**src/hw/pci_axi_settings.svh**
```systemverilog
`ifndef PCI_AXI_SETTINGS_SVH
`define PCI_AXI_SETTINGS_SVH

// Low PCI address bits forwarded to AXI, sets the BAR window size
`define PCI_AXI_TARGET_ADDR_BITS 24

// AD and AXI data width
`define PCI_AXI_DATA_BITS 32

// BASE_HIT bit that selects the bridge
`define PCI_AXI_BAR_INDEX 0

`endif

```
**src/hw/pci_local_pkg.sv**
```systemverilog
`include "pci_axi_settings.svh"

package pci_local_pkg;

	// AD word of the core back end
	typedef logic [`PCI_AXI_DATA_BITS-1:0] pci_data_t;

	// Byte enables, active low
	typedef logic [`PCI_AXI_DATA_BITS/8-1:0] pci_cbe_t;

	// One flag per BAR
	typedef logic [7:0] base_hit_t;

	// Target sequencer
	typedef enum logic [2:0] {
		TS_IDLE,
		TS_WR_DATA,
		TS_RD_WAIT,
		TS_RD_DATA,
		TS_ABORT
	} target_state_t;

endpackage

```
**src/hw/axil_pkg.sv**
```systemverilog
`include "pci_axi_settings.svh"

package axil_pkg;

	typedef logic [31:0] axil_addr_t;

	typedef logic [`PCI_AXI_DATA_BITS-1:0] axil_data_t;

	typedef logic [`PCI_AXI_DATA_BITS/8-1:0] axil_strb_t;

	// BRESP / RRESP codes
	typedef enum logic [1:0] {
		RESP_OKAY   = 2'b00,
		RESP_EXOKAY = 2'b01,
		RESP_SLVERR = 2'b10,
		RESP_DECERR = 2'b11
	} axil_resp_t;

endpackage

```
**src/hw/pci_irq_ctrl.sv**
```systemverilog
`timescale 1ns/10ps

module pci_irq_ctrl
(
	input  logic CLK,
	input  logic arst_n,
	input  logic intr_request,
	input  logic int_disable,
	output logic int_n
);
	logic [1:0] req_sync;

	always_ff @(posedge CLK or negedge arst_n)
	begin
		if (!arst_n)
			req_sync <= 2'b00;
		else
			req_sync <= {req_sync[0], intr_request};
	end

	// Command register bit masks the request
	assign int_n = !(req_sync[1] && !int_disable);

endmodule

```
**src/hw/axil_master.sv**
```systemverilog
`timescale 1ns/10ps

module axil_master
(
	input  logic                 CLK,
	input  logic                 arst_n,

	input  logic                 wr_start,
	input  logic                 rd_start,
	input  axil_pkg::axil_addr_t  req_addr,
	input  axil_pkg::axil_data_t  req_wdata,
	input  axil_pkg::axil_strb_t  req_wstrb,
	output logic                 busy,
	output logic                 done,
	output axil_pkg::axil_data_t  rsp_data,
	output axil_pkg::axil_resp_t  rsp_resp,

	output axil_pkg::axil_addr_t  awaddr,
	output logic                 awvalid,
	input  logic                 awready,
	output axil_pkg::axil_data_t  wdata,
	output axil_pkg::axil_strb_t  wstrb,
	output logic                 wvalid,
	input  logic                 wready,
	input  logic                 bvalid,
	input  logic [1:0]           bresp,
	output logic                 bready,
	output axil_pkg::axil_addr_t  araddr,
	output logic                 arvalid,
	input  logic                 arready,
	input  logic                 rvalid,
	input  axil_pkg::axil_data_t  rdata,
	input  logic [1:0]           rresp,
	output logic                 rready
);
	import axil_pkg::*;

	axil_addr_t addr_q;
	logic wr_act;
	logic aw_pend;
	logic w_pend;

	assign aw_pend = awvalid && !awready;
	assign w_pend = wvalid && !wready;
	assign busy = wr_act || arvalid || rready;

	// One transaction at a time, so both channels share the address
	assign awaddr = addr_q;
	assign araddr = addr_q;

	always_ff @(posedge CLK or negedge arst_n)
	begin
		if (!arst_n)
		begin
			wr_act <= 1'b0;
			awvalid <= 1'b0;
			wvalid <= 1'b0;
			bready <= 1'b0;
			arvalid <= 1'b0;
			rready <= 1'b0;
			done <= 1'b0;
		end
		else
		begin
			done <= 1'b0;

			if (wr_start)
			begin
				wr_act <= 1'b1;
				awvalid <= 1'b1;
				wvalid <= 1'b1;
			end
			else
			begin
				if (awvalid && awready)
					awvalid <= 1'b0;
				if (wvalid && wready)
					wvalid <= 1'b0;
			end

			// B accepted once AW and W are both through
			if (wr_act && !bready && !aw_pend && !w_pend)
				bready <= 1'b1;
			if (bready && bvalid)
			begin
				bready <= 1'b0;
				wr_act <= 1'b0;
				done <= 1'b1;
			end

			if (rd_start)
				arvalid <= 1'b1;
			else if (arvalid && arready)
			begin
				arvalid <= 1'b0;
				rready <= 1'b1;
			end
			if (rready && rvalid)
			begin
				rready <= 1'b0;
				done <= 1'b1;
			end
		end
	end

	always_ff @(posedge CLK)
	begin
		if (wr_start || rd_start)
			addr_q <= req_addr;
		if (wr_start)
		begin
			wdata <= req_wdata;
			wstrb <= req_wstrb;
		end
		if (bready && bvalid)
			rsp_resp <= axil_resp_t'(bresp);
		if (rready && rvalid)
		begin
			rsp_data <= rdata;
			rsp_resp <= axil_resp_t'(rresp);
		end
	end

endmodule

```
**src/hw/pci_target.sv**
```systemverilog
`timescale 1ns/10ps
`include "pci_axi_settings.svh"

module pci_target #(
	parameter int ADDR_VALID_BITS = `PCI_AXI_TARGET_ADDR_BITS
)
(
	input  logic                    CLK,
	input  logic                    arst_n,

	input  pci_local_pkg::pci_data_t addr,
	input  logic                    addr_vld,
	input  pci_local_pkg::base_hit_t base_hit,
	input  logic                    s_wrdn,
	input  logic                    s_data,
	input  logic                    s_data_vld,
	input  pci_local_pkg::pci_data_t adio_in,
	input  pci_local_pkg::pci_cbe_t  s_cbe,
	output pci_local_pkg::pci_data_t adio_out,
	output logic                    s_ready,
	output logic                    s_term,
	output logic                    s_abort,

	input  logic                    busy,
	input  logic                    done,
	input  axil_pkg::axil_data_t     rsp_data,
	input  axil_pkg::axil_resp_t     rsp_resp,
	output logic                    wr_start,
	output logic                    rd_start,
	output axil_pkg::axil_addr_t     req_addr,
	output axil_pkg::axil_data_t     req_wdata,
	output axil_pkg::axil_strb_t     req_wstrb
);
	import pci_local_pkg::*;
	import axil_pkg::*;

	target_state_t state;
	logic rd_pend;
	logic bar_hit;
	logic wr_ok;
	logic rd_done;
	logic rd_err;

	assign bar_hit = addr_vld && base_hit[`PCI_AXI_BAR_INDEX];

	// Write data accepted only when the write buffer is free
	assign wr_ok = (state == TS_WR_DATA) && s_data && !busy && !wr_start;

	assign s_ready = wr_ok || (state == TS_RD_DATA);
	assign s_term = s_ready;
	assign s_abort = (state == TS_ABORT);

	// Read issue waits for a posted write to drain
	assign rd_start = (state == TS_RD_WAIT) && rd_pend && !busy && !wr_start;

	// A done seen before the read was issued belongs to the posted write
	assign rd_done = (state == TS_RD_WAIT) && !rd_pend && done;
	assign rd_err = (rsp_resp == RESP_SLVERR) || (rsp_resp == RESP_DECERR);

	always_ff @(posedge CLK or negedge arst_n)
	begin
		if (!arst_n)
		begin
			state <= TS_IDLE;
			rd_pend <= 1'b0;
			wr_start <= 1'b0;
		end
		else
		begin
			wr_start <= 1'b0;
			case (state)
				TS_IDLE:
				begin
					if (bar_hit)
					begin
						if (s_wrdn)
						begin
							state <= TS_WR_DATA;
						end
						else
						begin
							state <= TS_RD_WAIT;
							rd_pend <= 1'b1;
						end
					end
				end
				TS_WR_DATA:
				begin
					// Posted, PCI side completes now
					if (s_data_vld)
					begin
						wr_start <= 1'b1;
						state <= TS_IDLE;
					end
				end
				TS_RD_WAIT:
				begin
					if (rd_start)
						rd_pend <= 1'b0;
					if (rd_done)
						state <= rd_err ? TS_ABORT : TS_RD_DATA;
				end
				TS_RD_DATA:
				begin
					if (s_data_vld)
						state <= TS_IDLE;
				end
				TS_ABORT:
				begin
					if (!s_data)
						state <= TS_IDLE;
				end
				default:
				begin
					state <= TS_IDLE;
				end
			endcase
		end
	end

	always_ff @(posedge CLK)
	begin
		// Window the address, word aligned
		if ((state == TS_IDLE) && bar_hit)
			req_addr <= axil_addr_t'({addr[ADDR_VALID_BITS-1:2], 2'b00});
		if ((state == TS_WR_DATA) && s_data_vld)
		begin
			req_wdata <= adio_in;
			req_wstrb <= ~s_cbe;
		end
		if (rd_done)
			adio_out <= rsp_data;
	end

endmodule

```
**src/hw/pci_axi_top.sv**
```systemverilog
`timescale 1ns/10ps
`include "pci_axi_settings.svh"

module pci_axi_top #(
	parameter int TARGET_ADDR_BITS = `PCI_AXI_TARGET_ADDR_BITS
)
(
	input  logic                    CLK,
	input  logic                    arst_n,

	// Core back end
	input  pci_local_pkg::pci_data_t addr,
	input  logic                    addr_vld,
	input  pci_local_pkg::base_hit_t base_hit,
	input  logic                    s_wrdn,
	input  logic                    s_data,
	input  logic                    s_data_vld,
	input  pci_local_pkg::pci_data_t adio_in,
	input  pci_local_pkg::pci_cbe_t  s_cbe,
	output pci_local_pkg::pci_data_t adio_out,
	output logic                    s_ready,
	output logic                    s_term,
	output logic                    s_abort,

	// AXI4-Lite master
	output axil_pkg::axil_addr_t     awaddr,
	output logic                    awvalid,
	input  logic                    awready,
	output axil_pkg::axil_data_t     wdata,
	output axil_pkg::axil_strb_t     wstrb,
	output logic                    wvalid,
	input  logic                    wready,
	input  logic                    bvalid,
	input  logic [1:0]              bresp,
	output logic                    bready,
	output axil_pkg::axil_addr_t     araddr,
	output logic                    arvalid,
	input  logic                    arready,
	input  logic                    rvalid,
	input  axil_pkg::axil_data_t     rdata,
	input  logic [1:0]              rresp,
	output logic                    rready,

	// Interrupt
	input  logic                    intr_request,
	input  logic                    int_disable,
	output logic                    int_n
);
	import axil_pkg::*;

	logic wr_start;
	logic rd_start;
	logic busy;
	logic done;
	axil_addr_t req_addr;
	axil_data_t req_wdata;
	axil_strb_t req_wstrb;
	axil_data_t rsp_data;
	axil_resp_t rsp_resp;

	pci_target #(
		.ADDR_VALID_BITS(TARGET_ADDR_BITS)
	)
	pci_target_i
	(
		.CLK(CLK),
		.arst_n(arst_n),
		.addr(addr),
		.addr_vld(addr_vld),
		.base_hit(base_hit),
		.s_wrdn(s_wrdn),
		.s_data(s_data),
		.s_data_vld(s_data_vld),
		.adio_in(adio_in),
		.s_cbe(s_cbe),
		.adio_out(adio_out),
		.s_ready(s_ready),
		.s_term(s_term),
		.s_abort(s_abort),
		.busy(busy),
		.done(done),
		.rsp_data(rsp_data),
		.rsp_resp(rsp_resp),
		.wr_start(wr_start),
		.rd_start(rd_start),
		.req_addr(req_addr),
		.req_wdata(req_wdata),
		.req_wstrb(req_wstrb)
	);

	axil_master axil_master_i
	(
		.CLK(CLK),
		.arst_n(arst_n),
		.wr_start(wr_start),
		.rd_start(rd_start),
		.req_addr(req_addr),
		.req_wdata(req_wdata),
		.req_wstrb(req_wstrb),
		.busy(busy),
		.done(done),
		.rsp_data(rsp_data),
		.rsp_resp(rsp_resp),
		.awaddr(awaddr),
		.awvalid(awvalid),
		.awready(awready),
		.wdata(wdata),
		.wstrb(wstrb),
		.wvalid(wvalid),
		.wready(wready),
		.bvalid(bvalid),
		.bresp(bresp),
		.bready(bready),
		.araddr(araddr),
		.arvalid(arvalid),
		.arready(arready),
		.rvalid(rvalid),
		.rdata(rdata),
		.rresp(rresp),
		.rready(rready)
	);

	pci_irq_ctrl pci_irq_ctrl_i
	(
		.CLK(CLK),
		.arst_n(arst_n),
		.intr_request(intr_request),
		.int_disable(int_disable),
		.int_n(int_n)
	);

endmodule

```
**config.mk**
```make
export PLATFORM = sky130hd
export DESIGN_NAME = pci_axi_top
export DESIGN_NICKNAME = d
export VERILOG_FILES = /design/src/hw/pci_local_pkg.sv /design/src/hw/axil_pkg.sv /design/src/hw/pci_irq_ctrl.sv /design/src/hw/axil_master.sv /design/src/hw/pci_target.sv /design/src/hw/pci_axi_top.sv
export VERILOG_INCLUDE_DIRS = /design/src /design/src/hw
export SDC_FILE = /design/constraint.sdc
export NUM_CORES = 1
export LEC_CHECK = 0
export BUFFER_PORTS_ARGS = -buffer_cell sky130_fd_sc_hd__buf_2
export CAP_MARGIN = 20
export CORE_MARGIN = 5
export CORE_UTILIZATION = 45
export DETAILED_ROUTE_END_ITERATION = 6
export GPL_ROUTABILITY_DRIVEN = 0
export PLACE_DENSITY = 0.82
export SYNTH_ARGS = -nofsm -noshare
export SYNTH_HDL_FRONTEND = slang
export SYNTH_HIERARCHICAL = 1
export SYNTH_SLANG_ARGS = --single-unit
```
**constraint.sdc**
```tcl
create_clock -name CLK -period 10 [get_ports CLK]
set_input_delay 0 -clock CLK [delete_from_list [all_inputs] [get_ports CLK]]
set_output_delay 0 -clock CLK [all_outputs]
set_load 0.02 [all_outputs]
```
# --- Word-level counts from Yosys, hierarchy flattened ---
# Index checks and enable logic that the tools add are counted.
op_classes:
  muxes: 30
  n_reduce_logical: 50
  eq_ne: 13
  bitwise: 1
ops:
  columns: ["cell", "n"]
  rows:
  - ["$logic_and A1 B1 Y1", 22]
  - ["$mux W1", 20]
  - ["$reduce_bool A2 Y1", 8]
  - ["$mux W3", 5]
  - ["$pmux W3 S4", 1]
  - ["$logic_not A1 Y1", 10]
  - ["$ne A2 B1 Y1 const B", 4]
  - ["$reduce_and A4 Y1", 2]
  - ["$eq A3 B2 Y1 const B", 2]
  - ["$mux W2", 3]
  - ["$ne A2 B2 Y1 const B", 3]
  - ["$logic_or A1 B1 Y1", 5]
  - ["$eq A2 B2 Y1 const B", 2]
  - ["$not A4 Y4", 1]
  - ["$eq A3 B1 Y1 const B", 1]
  - ["$eq A3 B3 Y1 const B", 1]
  - ["$logic_not A3 Y1", 1]
  - ["$pmux W1 S2", 1]
  - ["$reduce_and A2 Y1", 1]
  - ["$reduce_or A2 Y1", 1]
word_totals:
  input_bits: 125
  register_bits: 196

# --- Depth between registers and ports, before layout ---
# Gate-level depths: netlist of run 1.
logic_depth:
  ltp_word: 7
  ltp_mapped: 5
  mapped_depth_nobuf: 5

# --- Modules after synthesis ---
# Netlist of run 1, hierarchy kept.
modules_own_cells:
  columns: ["mod", "area_per_inst_um2", "seq_area_each_um2", "instances", "cells_each"]
  rows:
  - ["axil_master", 3618.5, 3238.1, 1, 161]
  - ["pci_target", 3120.5, 2827.7, 1, 138]
  - ["pci_irq_ctrl", 56.3, 50.0, 1, 3]

# --- Least setup slack after synthesis of run 1 ---
# No wires, ideal clock.
synth_path:
  path_type: "reg2reg"
  start: "register pci_target_i.state[2]"
  end: "register pci_target_i.req_wdata[0], enable pin"
  slack_ps: 6148
  arrival_ps: 3369
  path_stages_with_launch: 3
  n_path_buf: 0
  setup_time_ps: 484
  path_cell_list: "dfrtp_1 nand2b_1 nor3b_1"
synth_between:
  elab_chain_cells: 2
synth_rtl:
  columns: ["element", "line", "text"]
  rows:
  - ["start, declared", "pci_target.sv:37", "target_state_t state;"]
  - ["start signal, assigned", "pci_target.sv:101", "state <= rd_err ? TS_ABORT : TS_RD_DATA;"]
  - ["$eq A3 B1 Y1", "pci_target.sv:126", "if ((state == TS_WR_DATA) && s_data_vld)"]
  - ["$logic_and A1 B1 Y1", "pci_target.sv:126", null]
  - ["end signal, assigned", "pci_target.sv:128", "req_wdata <= adio_in;"]
  - ["end, declared", "pci_target.sv:31", "output axil_pkg::axil_data_t req_wdata,"]
# Every way passes these cells.
# A chain may end at the register's enable or synchronous reset.

==> out/results.ini, run 1 <==
[power]
power_frac_comb_pct=17.6
powerDensity_mw_per_mm2=242
p_seq_share_pct=49.6
power_leakage_nw=3.91
p_int_w=0.00171
netSwitchingPower_w=0.000642
p_clk_share_pct=32.8
sw_frac_of_total_pct=27.3
peakVddDrop_uv=205

[floorplan]
die_area_mm2=0.0175
die_width_um=132
io_pins=266
design.core.area_mm2=0.0146
initial_core_util_pct=46.1
die_h_um=132
fp-row-count=44

[grt]
grt_util_met2_pct=30.8
grt_busiest_layer=met2
grt_max_degree=42
grtUsageMet1_pct=20.1
grt_pass1_vias=4240
antenna_found_initial=0
grt_overflow=0
use_met3_pct=5.13
grt_first_pass_wirelength_um=23800
track_usage_pct=17.1

[cts]
post_cts_buffers=0
cts_resized=0
path_clk_slew_ns=0.06
cts_buffers=22
cts_sinks=205
cts_tree=yes
cts_root_buf=clkbuf_16
htree_levels=1
clockBufferDepth=3
clock_latency_ns=0.50

[critical_path]
max_stage_delay_ns=0.93
end_kind=flip-flop
crit_family=simple AND/OR/NAND/NOR gates
worst-path-max-fanout=41
crit_type=flip-flop to flip-flop
cp_data_arrival_time_ns=2.51
start_kind=flip-flop
crit_required_ns=10.12
crit_path_top_delay_cell=dfrtp_2
cp_num_buf_inv=0
crit_chain=nor2_1 > and4_1 > or2_2

[timing]
tightestPinTransition_ns=0.881
layout_min_cycle_time_ns=2.38
setup_tns_ns=0
drv_slew=0
setup-violations-final=0
final_hold_viol_count=0
worst_clock_skew_ns=0.0190
timing.slew.headroom_pct=41.3
rsz0062_at_grt=no
finalWorstSetupSlack_ns=7.62
clock.fmax_mhz=419
period_share_pct=23.8

[detailed_routing]
routedWlPerCell_um=18.0
final_antenna_net_count=0
route.detailed.drc=0
num_vias=3831
wirelength_um=15300
via_per_inst=4.53
first_pass_iters=4
drt_iter0_drc=295

[flow_run]
drv_cap=0

[cells_and_area]
final_util_pct=66.5
num_antenna_cells=0
layout.nets=772
layout-drive-gt1-share_pct=44.1
area_growth_pct=44.2

[placed_design]
io_buffers=246
place_ws_ns=7.62
dp_hpwl_um=9050

[synthesis]
synth_warnings=6
netlist_area_mm2=0.00675
syn_avg_cell_area_um2=22.5
syn_inst=300

[outcome]
status=complete, no violations

[min_path]
hp-class=input port to flip-flop

[power by group through the flow]
stage	sequential, W	combinational [W]	clock, W
2_1_floorplan	0.00125	0.000182	0
3_3_place_gp	0.00117	0.000361	0
3_5_place_dp	0.00118	0.000369	0
4_1_cts	0.00117	0.000414	0.000780
5_1_grt	0.00118	0.000440	0.000833
6_report	0.00117	0.000414	0.000772
[sequential cells by signal, summed over array words and instances (netlist names), 2 cells and up]
signal and cells:
pci_target_i/req_addr 22, pci_target_i/adio_out 32, axil_master_i/wstrb 4, pci_irq_ctrl_i/req_sync 2
pci_target_i/state 3, axil_master_i/wdata 32, pci_target_i/req_wstrb 4, pci_target_i/req_wdata 32
axil_master_i/rsp_data 32, axil_master_i/araddr 32
[through the flow]
stage	cell area [um^2]	std cells	power (W)	hold WS, ns
detailed placement	7950	699	0.00155	-0.0842
global route	9730	846	0.00245	0.0654
global placement	7950	699	0.00153	-0.0966
CTS	9730	846	0.00236	0.0188
finish	9730	846	0.00235	0.0357
floorplan	6780	309	0.00143	-0.296
[cells in the final DEF (no fill, tap or decap), types with 3 or more instances in the layout]
master / n
dlygate4sd3_1: 108
clkinv_1: 3
edfxtp_1: 191
or2_2: 3
buf_2: 246
inv_1: 7
nor2_1: 5
clkbuf_8: 4
dfrtp_1: 13
nand2_1: 3
nand2b_1: 3
a21oi_1: 3
buf_4: 4
nor2b_1: 3
clkbuf_1: 6
conb_1: 10
clkbuf_16: 22
[metal layers]
metal | wire (um) | vias to the layer above | share of wire [%]
li1 | - | 1782 | -
met5 | 0 | - | 0
met2 | 8100 | 191 | 53
met3 | 1380 | 21 | 9.0
met4 | 222 | 0 | 1.5
met1 | 5560 | 1837 | 36
[path summary, 6_finish.rpt]
kind	from	end	cells past startpoint	slack [ns]
min in group asynchronous	arst_n	pci_target_i/rd_pend	3	0.62
max in group asynchronous	arst_n	pci_target_i/wr_start	3	8.93
setup reg to reg	pci_target_i/wr_start	axil_master_i/araddr[1]	3	7.62
hold reg to reg	pci_irq_ctrl_i/req_sync[0]	pci_irq_ctrl_i/req_sync[1]	0	0.36
hold / removal	addr_vld	pci_target_i/state[1]	4	0.04
setup / recovery	pci_target_i/wr_start	axil_master_i/araddr[1]	3	7.62
[final cells by class]
| class | count | area [um^2] |
|---|---|---|
| sequential | 205 | 6090 |
| timing repair buffer | 358 | 2340 |
| clock buffer | 32 | 628 |
| multi-input combinational | 52 | 343 |
| clock inverter | 7 | 71.3 |
| tap | 184 | 230 |
| inverter | 8 | 32.5 |
| fill | 952 | 4910 |
[worst register-to-register path, cell delays in order, from the launching register on]
cell and delay [ns]:
dfrtp_2 0.93, nor2_1 0.20, and4_1 0.29, or2_2 0.57
[repair_timing]
item | CTS | global route
endpoints found under the setup margin | 0 | 0
hold buffers | 108 | 0
endpoints found under the hold margin | 118 | 0
Power figures use the tool's default switching activity.
==> run 2: changes to the inputs <==
--- a/config.mk
+++ b/config.mk
@@ -9,10 +9,10 @@
 export BUFFER_PORTS_ARGS = -buffer_cell sky130_fd_sc_hd__buf_2
 export CAP_MARGIN = 20
 export CORE_MARGIN = 5
-export CORE_UTILIZATION = 45
+export CORE_UTILIZATION = 44
 export DETAILED_ROUTE_END_ITERATION = 6
 export GPL_ROUTABILITY_DRIVEN = 0
-export PLACE_DENSITY = 0.82
+export PLACE_DENSITY = 0.83
 export SYNTH_ARGS = -nofsm -noshare
 export SYNTH_HDL_FRONTEND = slang
 export SYNTH_HIERARCHICAL = 1
==> constraint.sdc (replaced) <==
create_clock -name CLK -period 2.1 [get_ports CLK]
set_input_delay 0 -clock CLK [delete_from_list [all_inputs] [get_ports CLK]]
set_output_delay 0 -clock CLK [all_outputs]
set_load 0.02 [all_outputs]
==> run 2 against run 1 <==
Effect of this change:
- fmax grew 21%
- power grew to 4.9 times the previous value
- flip-flop and latch count is the same
- critical path type unchanged
- critical endpoint is now axil_master_i/araddr[31]
==> out/results.ini, run 2 (synthesis results as in run 1) <==
[placed_design]
io_buffers=246
dp_hpwl_um=9220
dp.cells=705

[detailed_routing]
route.detailed.drc=0
drt_iter0_drc=204
routedWlPerCell_um=18.1
final_antenna_net_count=0
via_per_inst=4.52
first_pass_iters=4
num_vias=3843
wirelength_um=15400

[flow_run]
drv_cap=0

[min_path]
holdPathEnd=pci_target_i/state[1]
hp-start=addr_vld
min_delay_path_depth=4
hp-class=input port to flip-flop

[cts]
clock_latency_ns=0.48
cts_sinks=205
cts_tree=yes
path_clk_slew_ns=0.06
cts_buffers=21
clockBufferDepth=3
htree_levels=1
cts_root_buf=clkbuf_16

[critical_path]
r2r_cells=5
end_kind=flip-flop
r2r_start=axil_master_i/arvalid
cp_data_arrival_time_ns=2.15
worst-path-max-fanout=32
crit_type=flip-flop to flip-flop
start_kind=flip-flop
timing.rr.end=axil_master_i/araddr[31]
crit_required_ns=2.27
reg2reg_slack_ns=0.12

[power]
peakVddDrop_uv=789
powerDensity_mw_per_mm2=1180
power_leakage_nw=3.95

[floorplan]
die_width_um=134
die_h_um=134
fp-row-count=45
die_area_mm2=0.0179
initial_core_util_pct=44.6
io_pins=266
design.core.area_mm2=0.0151

[grt]
grt_max_degree=41
grt_pass1_vias=4222
grt_first_pass_wirelength_um=23300
track_usage_pct=16.8
antenna_found_initial=1
grt_overflow=0

[outcome]
status=complete, no violations

[timing]
drv_slew=0
setup-violations-final=0
tightestPinTransition_ns=0.594
rsz0062_at_grt=no
final_hold_viol_count=0
layout_min_cycle_time_ns=1.98
period_share_pct=94.1
setup_tns_ns=0
worst_clock_skew_ns=0.0112
timing.slew.headroom_pct=60.3
clock.fmax_mhz=506

[cells_and_area]
final_cell_mix=buf_2, edfxtp_1, dlygate4sd3_1, clkbuf_16, dfrtp_1
final_common_cell=buf_2
layout-drive-gt1-share_pct=45.2
final_cells=850
area_growth_pct=45.8
layout.nets=772

==> run 2: changes by cell type in the layout (fill, tap and decap cells not counted), moves of 2 or more <==
cell,previous run,this run
clkinv_1,3,1
clkinv_4,0,3
clkbuf_8,4,1
buf_12,0,2
clkbuf_1,6,2
clkinv_2,1,3
bufinv_16,1,5
==> run 2: power by group <==
group / switching [W] / internal [W] / total, W
clock network: 0.00151 / 0.00249 / 0.00400
registers: 0.000288 / 0.00523 / 0.00552
logic: 0.00132 / 0.000763 / 0.00208
total: 0.00311 / 0.00849 / 0.0116
==> run 2: stage by stage <==
stage | worst slack, ns | total power, W | util, % | hold slack (ns) | cell area (um^2)
floorplan | 0.0416 | 0.00685 | - | -0.296 | 6820
global placement | 0.222 | 0.00738 | 53.0 | -0.103 | 8020
detailed placement | 0.148 | 0.00748 | 53.0 | -0.0908 | 8020
CTS | 0.130 | 0.0117 | 65.0 | 0.0703 | 9840
global route | 0.0214 | 0.0121 | 65.0 | 0.115 | 9840
finish | 0.124 | 0.0116 | 65.0 | 0.106 | 9840
==> run 2: cell type report <==
class,count,area (um^2)
multi-input combinational,52,365
tap,188,235
inverter,8,32.5
fill,978,5300
timing repair buffer,359,2370
clock inverter,13,203
clock buffer,24,547
antenna,1,2.50
sequential,205,6090
==> run 2: timing repair <==
| item | 4_1_cts | 5_1_grt |
|---|---|---|
| setup buffers | 0 | 0 |
| hold buffers | 107 | 0 |
| resized for setup | 0 | 0 |
| endpoints found under the hold margin | 118 | 0 |
==> run 2: worst max-delay path, cell delays in order (launching register included) <==
cell and delay [ns]:
dfrtp_1 0.41, or3_1 0.38, nor2_1 0.19, and4_1 0.31
or2_2 0.16, buf_12 0.20
==> run 2: how the worst max path moves through the flow <==
stage	from	to	slack [ns]	cells after the start
after floorplan	pci_target_i/state[2]	pci_target_i/req_wdata[0]	0.04	2
after global placement	axil_master_i/arvalid	axil_master_i/araddr[31]	0.22	5
after detailed placement	axil_master_i/arvalid	axil_master_i/araddr[25]	0.15	5
after CTS	axil_master_i/arvalid	axil_master_i/araddr[28]	0.13	5
after global routing	axil_master_i/arvalid	axil_master_i/araddr[22]	0.02	5
final	axil_master_i/arvalid	axil_master_i/araddr[31]	0.12	5
==> run 2: per-layer routing <==
layer	share of wire (%)	vias to the layer above	GRT usage, %
met5	0	-	0
met4	3.0	0	5.77
met3	7.6	27	4.58
met1	37	1837	18.8
met2	53	198	30.8
li1	-	1781	-
==> run 3: changes to the inputs <==
--- a/config.mk
+++ b/config.mk
@@ -8,11 +8,11 @@
 export LEC_CHECK = 0
 export BUFFER_PORTS_ARGS = -buffer_cell sky130_fd_sc_hd__buf_2
 export CAP_MARGIN = 20
-export CORE_MARGIN = 5
+export CORE_MARGIN = 3
 export CORE_UTILIZATION = 44
 export DETAILED_ROUTE_END_ITERATION = 6
 export GPL_ROUTABILITY_DRIVEN = 0
-export PLACE_DENSITY = 0.83
+export PLACE_DENSITY = 0.76
 export SYNTH_ARGS = -nofsm -noshare
 export SYNTH_HDL_FRONTEND = slang
 export SYNTH_HIERARCHICAL = 1
==> run 3 against run 2 <==
Effect of this change:
- clock power down 15%
- sequential power about the same
- non-clock buffer count unchanged
- clock-buffer cell count up 1
- sequential share of layout area up 0.72 points
- hold slack about the same
- register-to-register slack better by 0.04 ns
- cell area down 1.1%
==> out/results.ini, run 3 (synthesis results as in run 1) <==
[outcome]
status=complete, no violations

[timing]
period_share_pct=92.1
timing.slew.headroom_pct=56.0
setup-violations-final=0
clock.fmax_mhz=517
rsz0062_at_grt=no
setup_tns_ns=0
worst_clock_skew_ns=0.0204
tightestPinTransition_ns=0.657
layout_min_cycle_time_ns=1.93
drv_slew=0
final_hold_viol_count=0

[critical_path]
crit_type=flip-flop to flip-flop
crit_required_ns=2.27
worst-path-max-fanout=32
timing.rr.end=axil_master_i/araddr[24]
reg2reg_slack_ns=0.17
start_kind=flip-flop
crit_path_top_delay_cell=dfrtp_1
end_kind=flip-flop
r2r_cells=5
max_stage_delay_ns=0.41
r2r_start=axil_master_i/arvalid
crit_chain=or3_1 > nor2_1 > and4_1 > or2_2 > buf_12
cp_data_arrival_time_ns=2.10

[grt]
grt_util_met2_pct=32.0
grt_max_degree=41
antenna_found_initial=0
grt_busiest_layer=met2
grt_overflow=0
grtUsageMet1_pct=19.6
use_met3_pct=5.03
grt_first_pass_wirelength_um=22300
grt_pass1_vias=4154
track_usage_pct=17.2

[detailed_routing]
num_vias=3895
drt_iter0_drc=236
routedWlPerCell_um=17.9
first_pass_iters=4
final_antenna_net_count=0
wirelength_um=15100
via_per_inst=4.60
route.detailed.drc=0

[power]
powerDensity_mw_per_mm2=1140
power_leakage_nw=3.91
peakVddDrop_uv=857
finalPower_w=0.0110

[cts]
path_clk_slew_ns=0.06
htree_levels=1
clock_latency_ns=0.49
cts_resized=0
cts_sinks=205
holdBufCountCts=107
cts_root_buf=clkbuf_16
clockBufferDepth=3
post_cts_buffers=0
cts_tree=yes
cts_buffers=21

[cells_and_area]
layout.nets=772
num_antenna_cells=0
final_cell_mix=buf_2, edfxtp_1, dlygate4sd3_1, clkbuf_16, dfrtp_1
layout-drive-gt1-share_pct=44.4
n_fill_cell=966
area_growth_pct=44.2
final_common_cell=buf_2

[floorplan]
fp-row-count=44
initial_core_util_pct=45.8
die_area_mm2=0.0169
io_pins=266
die_width_um=130
die_h_um=130
design.core.area_mm2=0.0148

[min_path]
hp-start=addr_vld
holdPathEnd=pci_target_i/state[1]
min_delay_path_depth=4
hp-class=input port to flip-flop

[placed_design]
io_buffers=246
dp_hpwl_um=8740

[flow_run]
drv_cap=0

[run 3: cell count changes in the layout (fill, tap and decap cells not counted), moves of 2 or more]
cell	delta
bufinv_16	-4
clkinv_4	-2
clkinv_2	+2
clkbuf_1	+2
clkinv_1	+4
[run 3: how the worst max path moves through the flow]
stage	startpoint	endpoint	slack [ns]	cells past startpoint
2_1_floorplan	pci_target_i/state[2]	pci_target_i/req_wdata[0]	0.04	2
3_3_place_gp	axil_master_i/arvalid	axil_master_i/araddr[26]	0.28	5
3_5_place_dp	axil_master_i/arvalid	axil_master_i/araddr[24]	0.20	5
4_1_cts	axil_master_i/arvalid	s_term	0.16	5
5_1_grt	axil_master_i/arvalid	s_term	0.09	5
6_report	axil_master_i/arvalid	axil_master_i/araddr[24]	0.17	5
[run 3: per-stage QoR]
stage	utilization [%]	instances	hold WS, ns	area, um^2	setup slack, ns
after floorplan	-	309	-0.296	6820	0.0416
after global placement	54.4	701	-0.0962	8030	0.280
after detailed placement	54.4	701	-0.0801	8030	0.204
after CTS	66.0	846	0.0879	9730	0.163
after global routing	66.0	846	0.108	9730	0.0891
final	66.0	846	0.106	9730	0.166
[run 3: cell type report]
type                    instances  area (um^2)  share of cell area [%]
clock inverters                13         91.3                   0.939
well taps                     184          230                    2.37
clock buffers                  25          541                    5.55
multi-input cells              52          365                    3.75
flip-flops and latches        205         6090                    62.5
repair buffers                359         2380                    24.5
inverters                       8         32.5                   0.334
[run 3: critical path, delay by kind of cell, from the launching register on]
family,cells,cell delay [ns]
simple gates,4,1.01
flops,1,0.41
buf+inv,1,0.20
[run 3: routing by layer]
metal / vias up / share of wire (%)
met5: - / 0
met4: 0 / 1.8
met3: 27 / 8.3
met2: 194 / 54
met1: 1886 / 36
li1: 1788 / -
[run 3: power by group]
group / leakage (nW) / internal (W) / total [W] / switching [W]
Clock: 0.314 / 0.00197 / 0.00342 / 0.00146
Combinational: 1.67 / 0.000773 / 0.00210 / 0.00133
Sequential: 1.92 / 0.00523 / 0.00553 / 0.000294
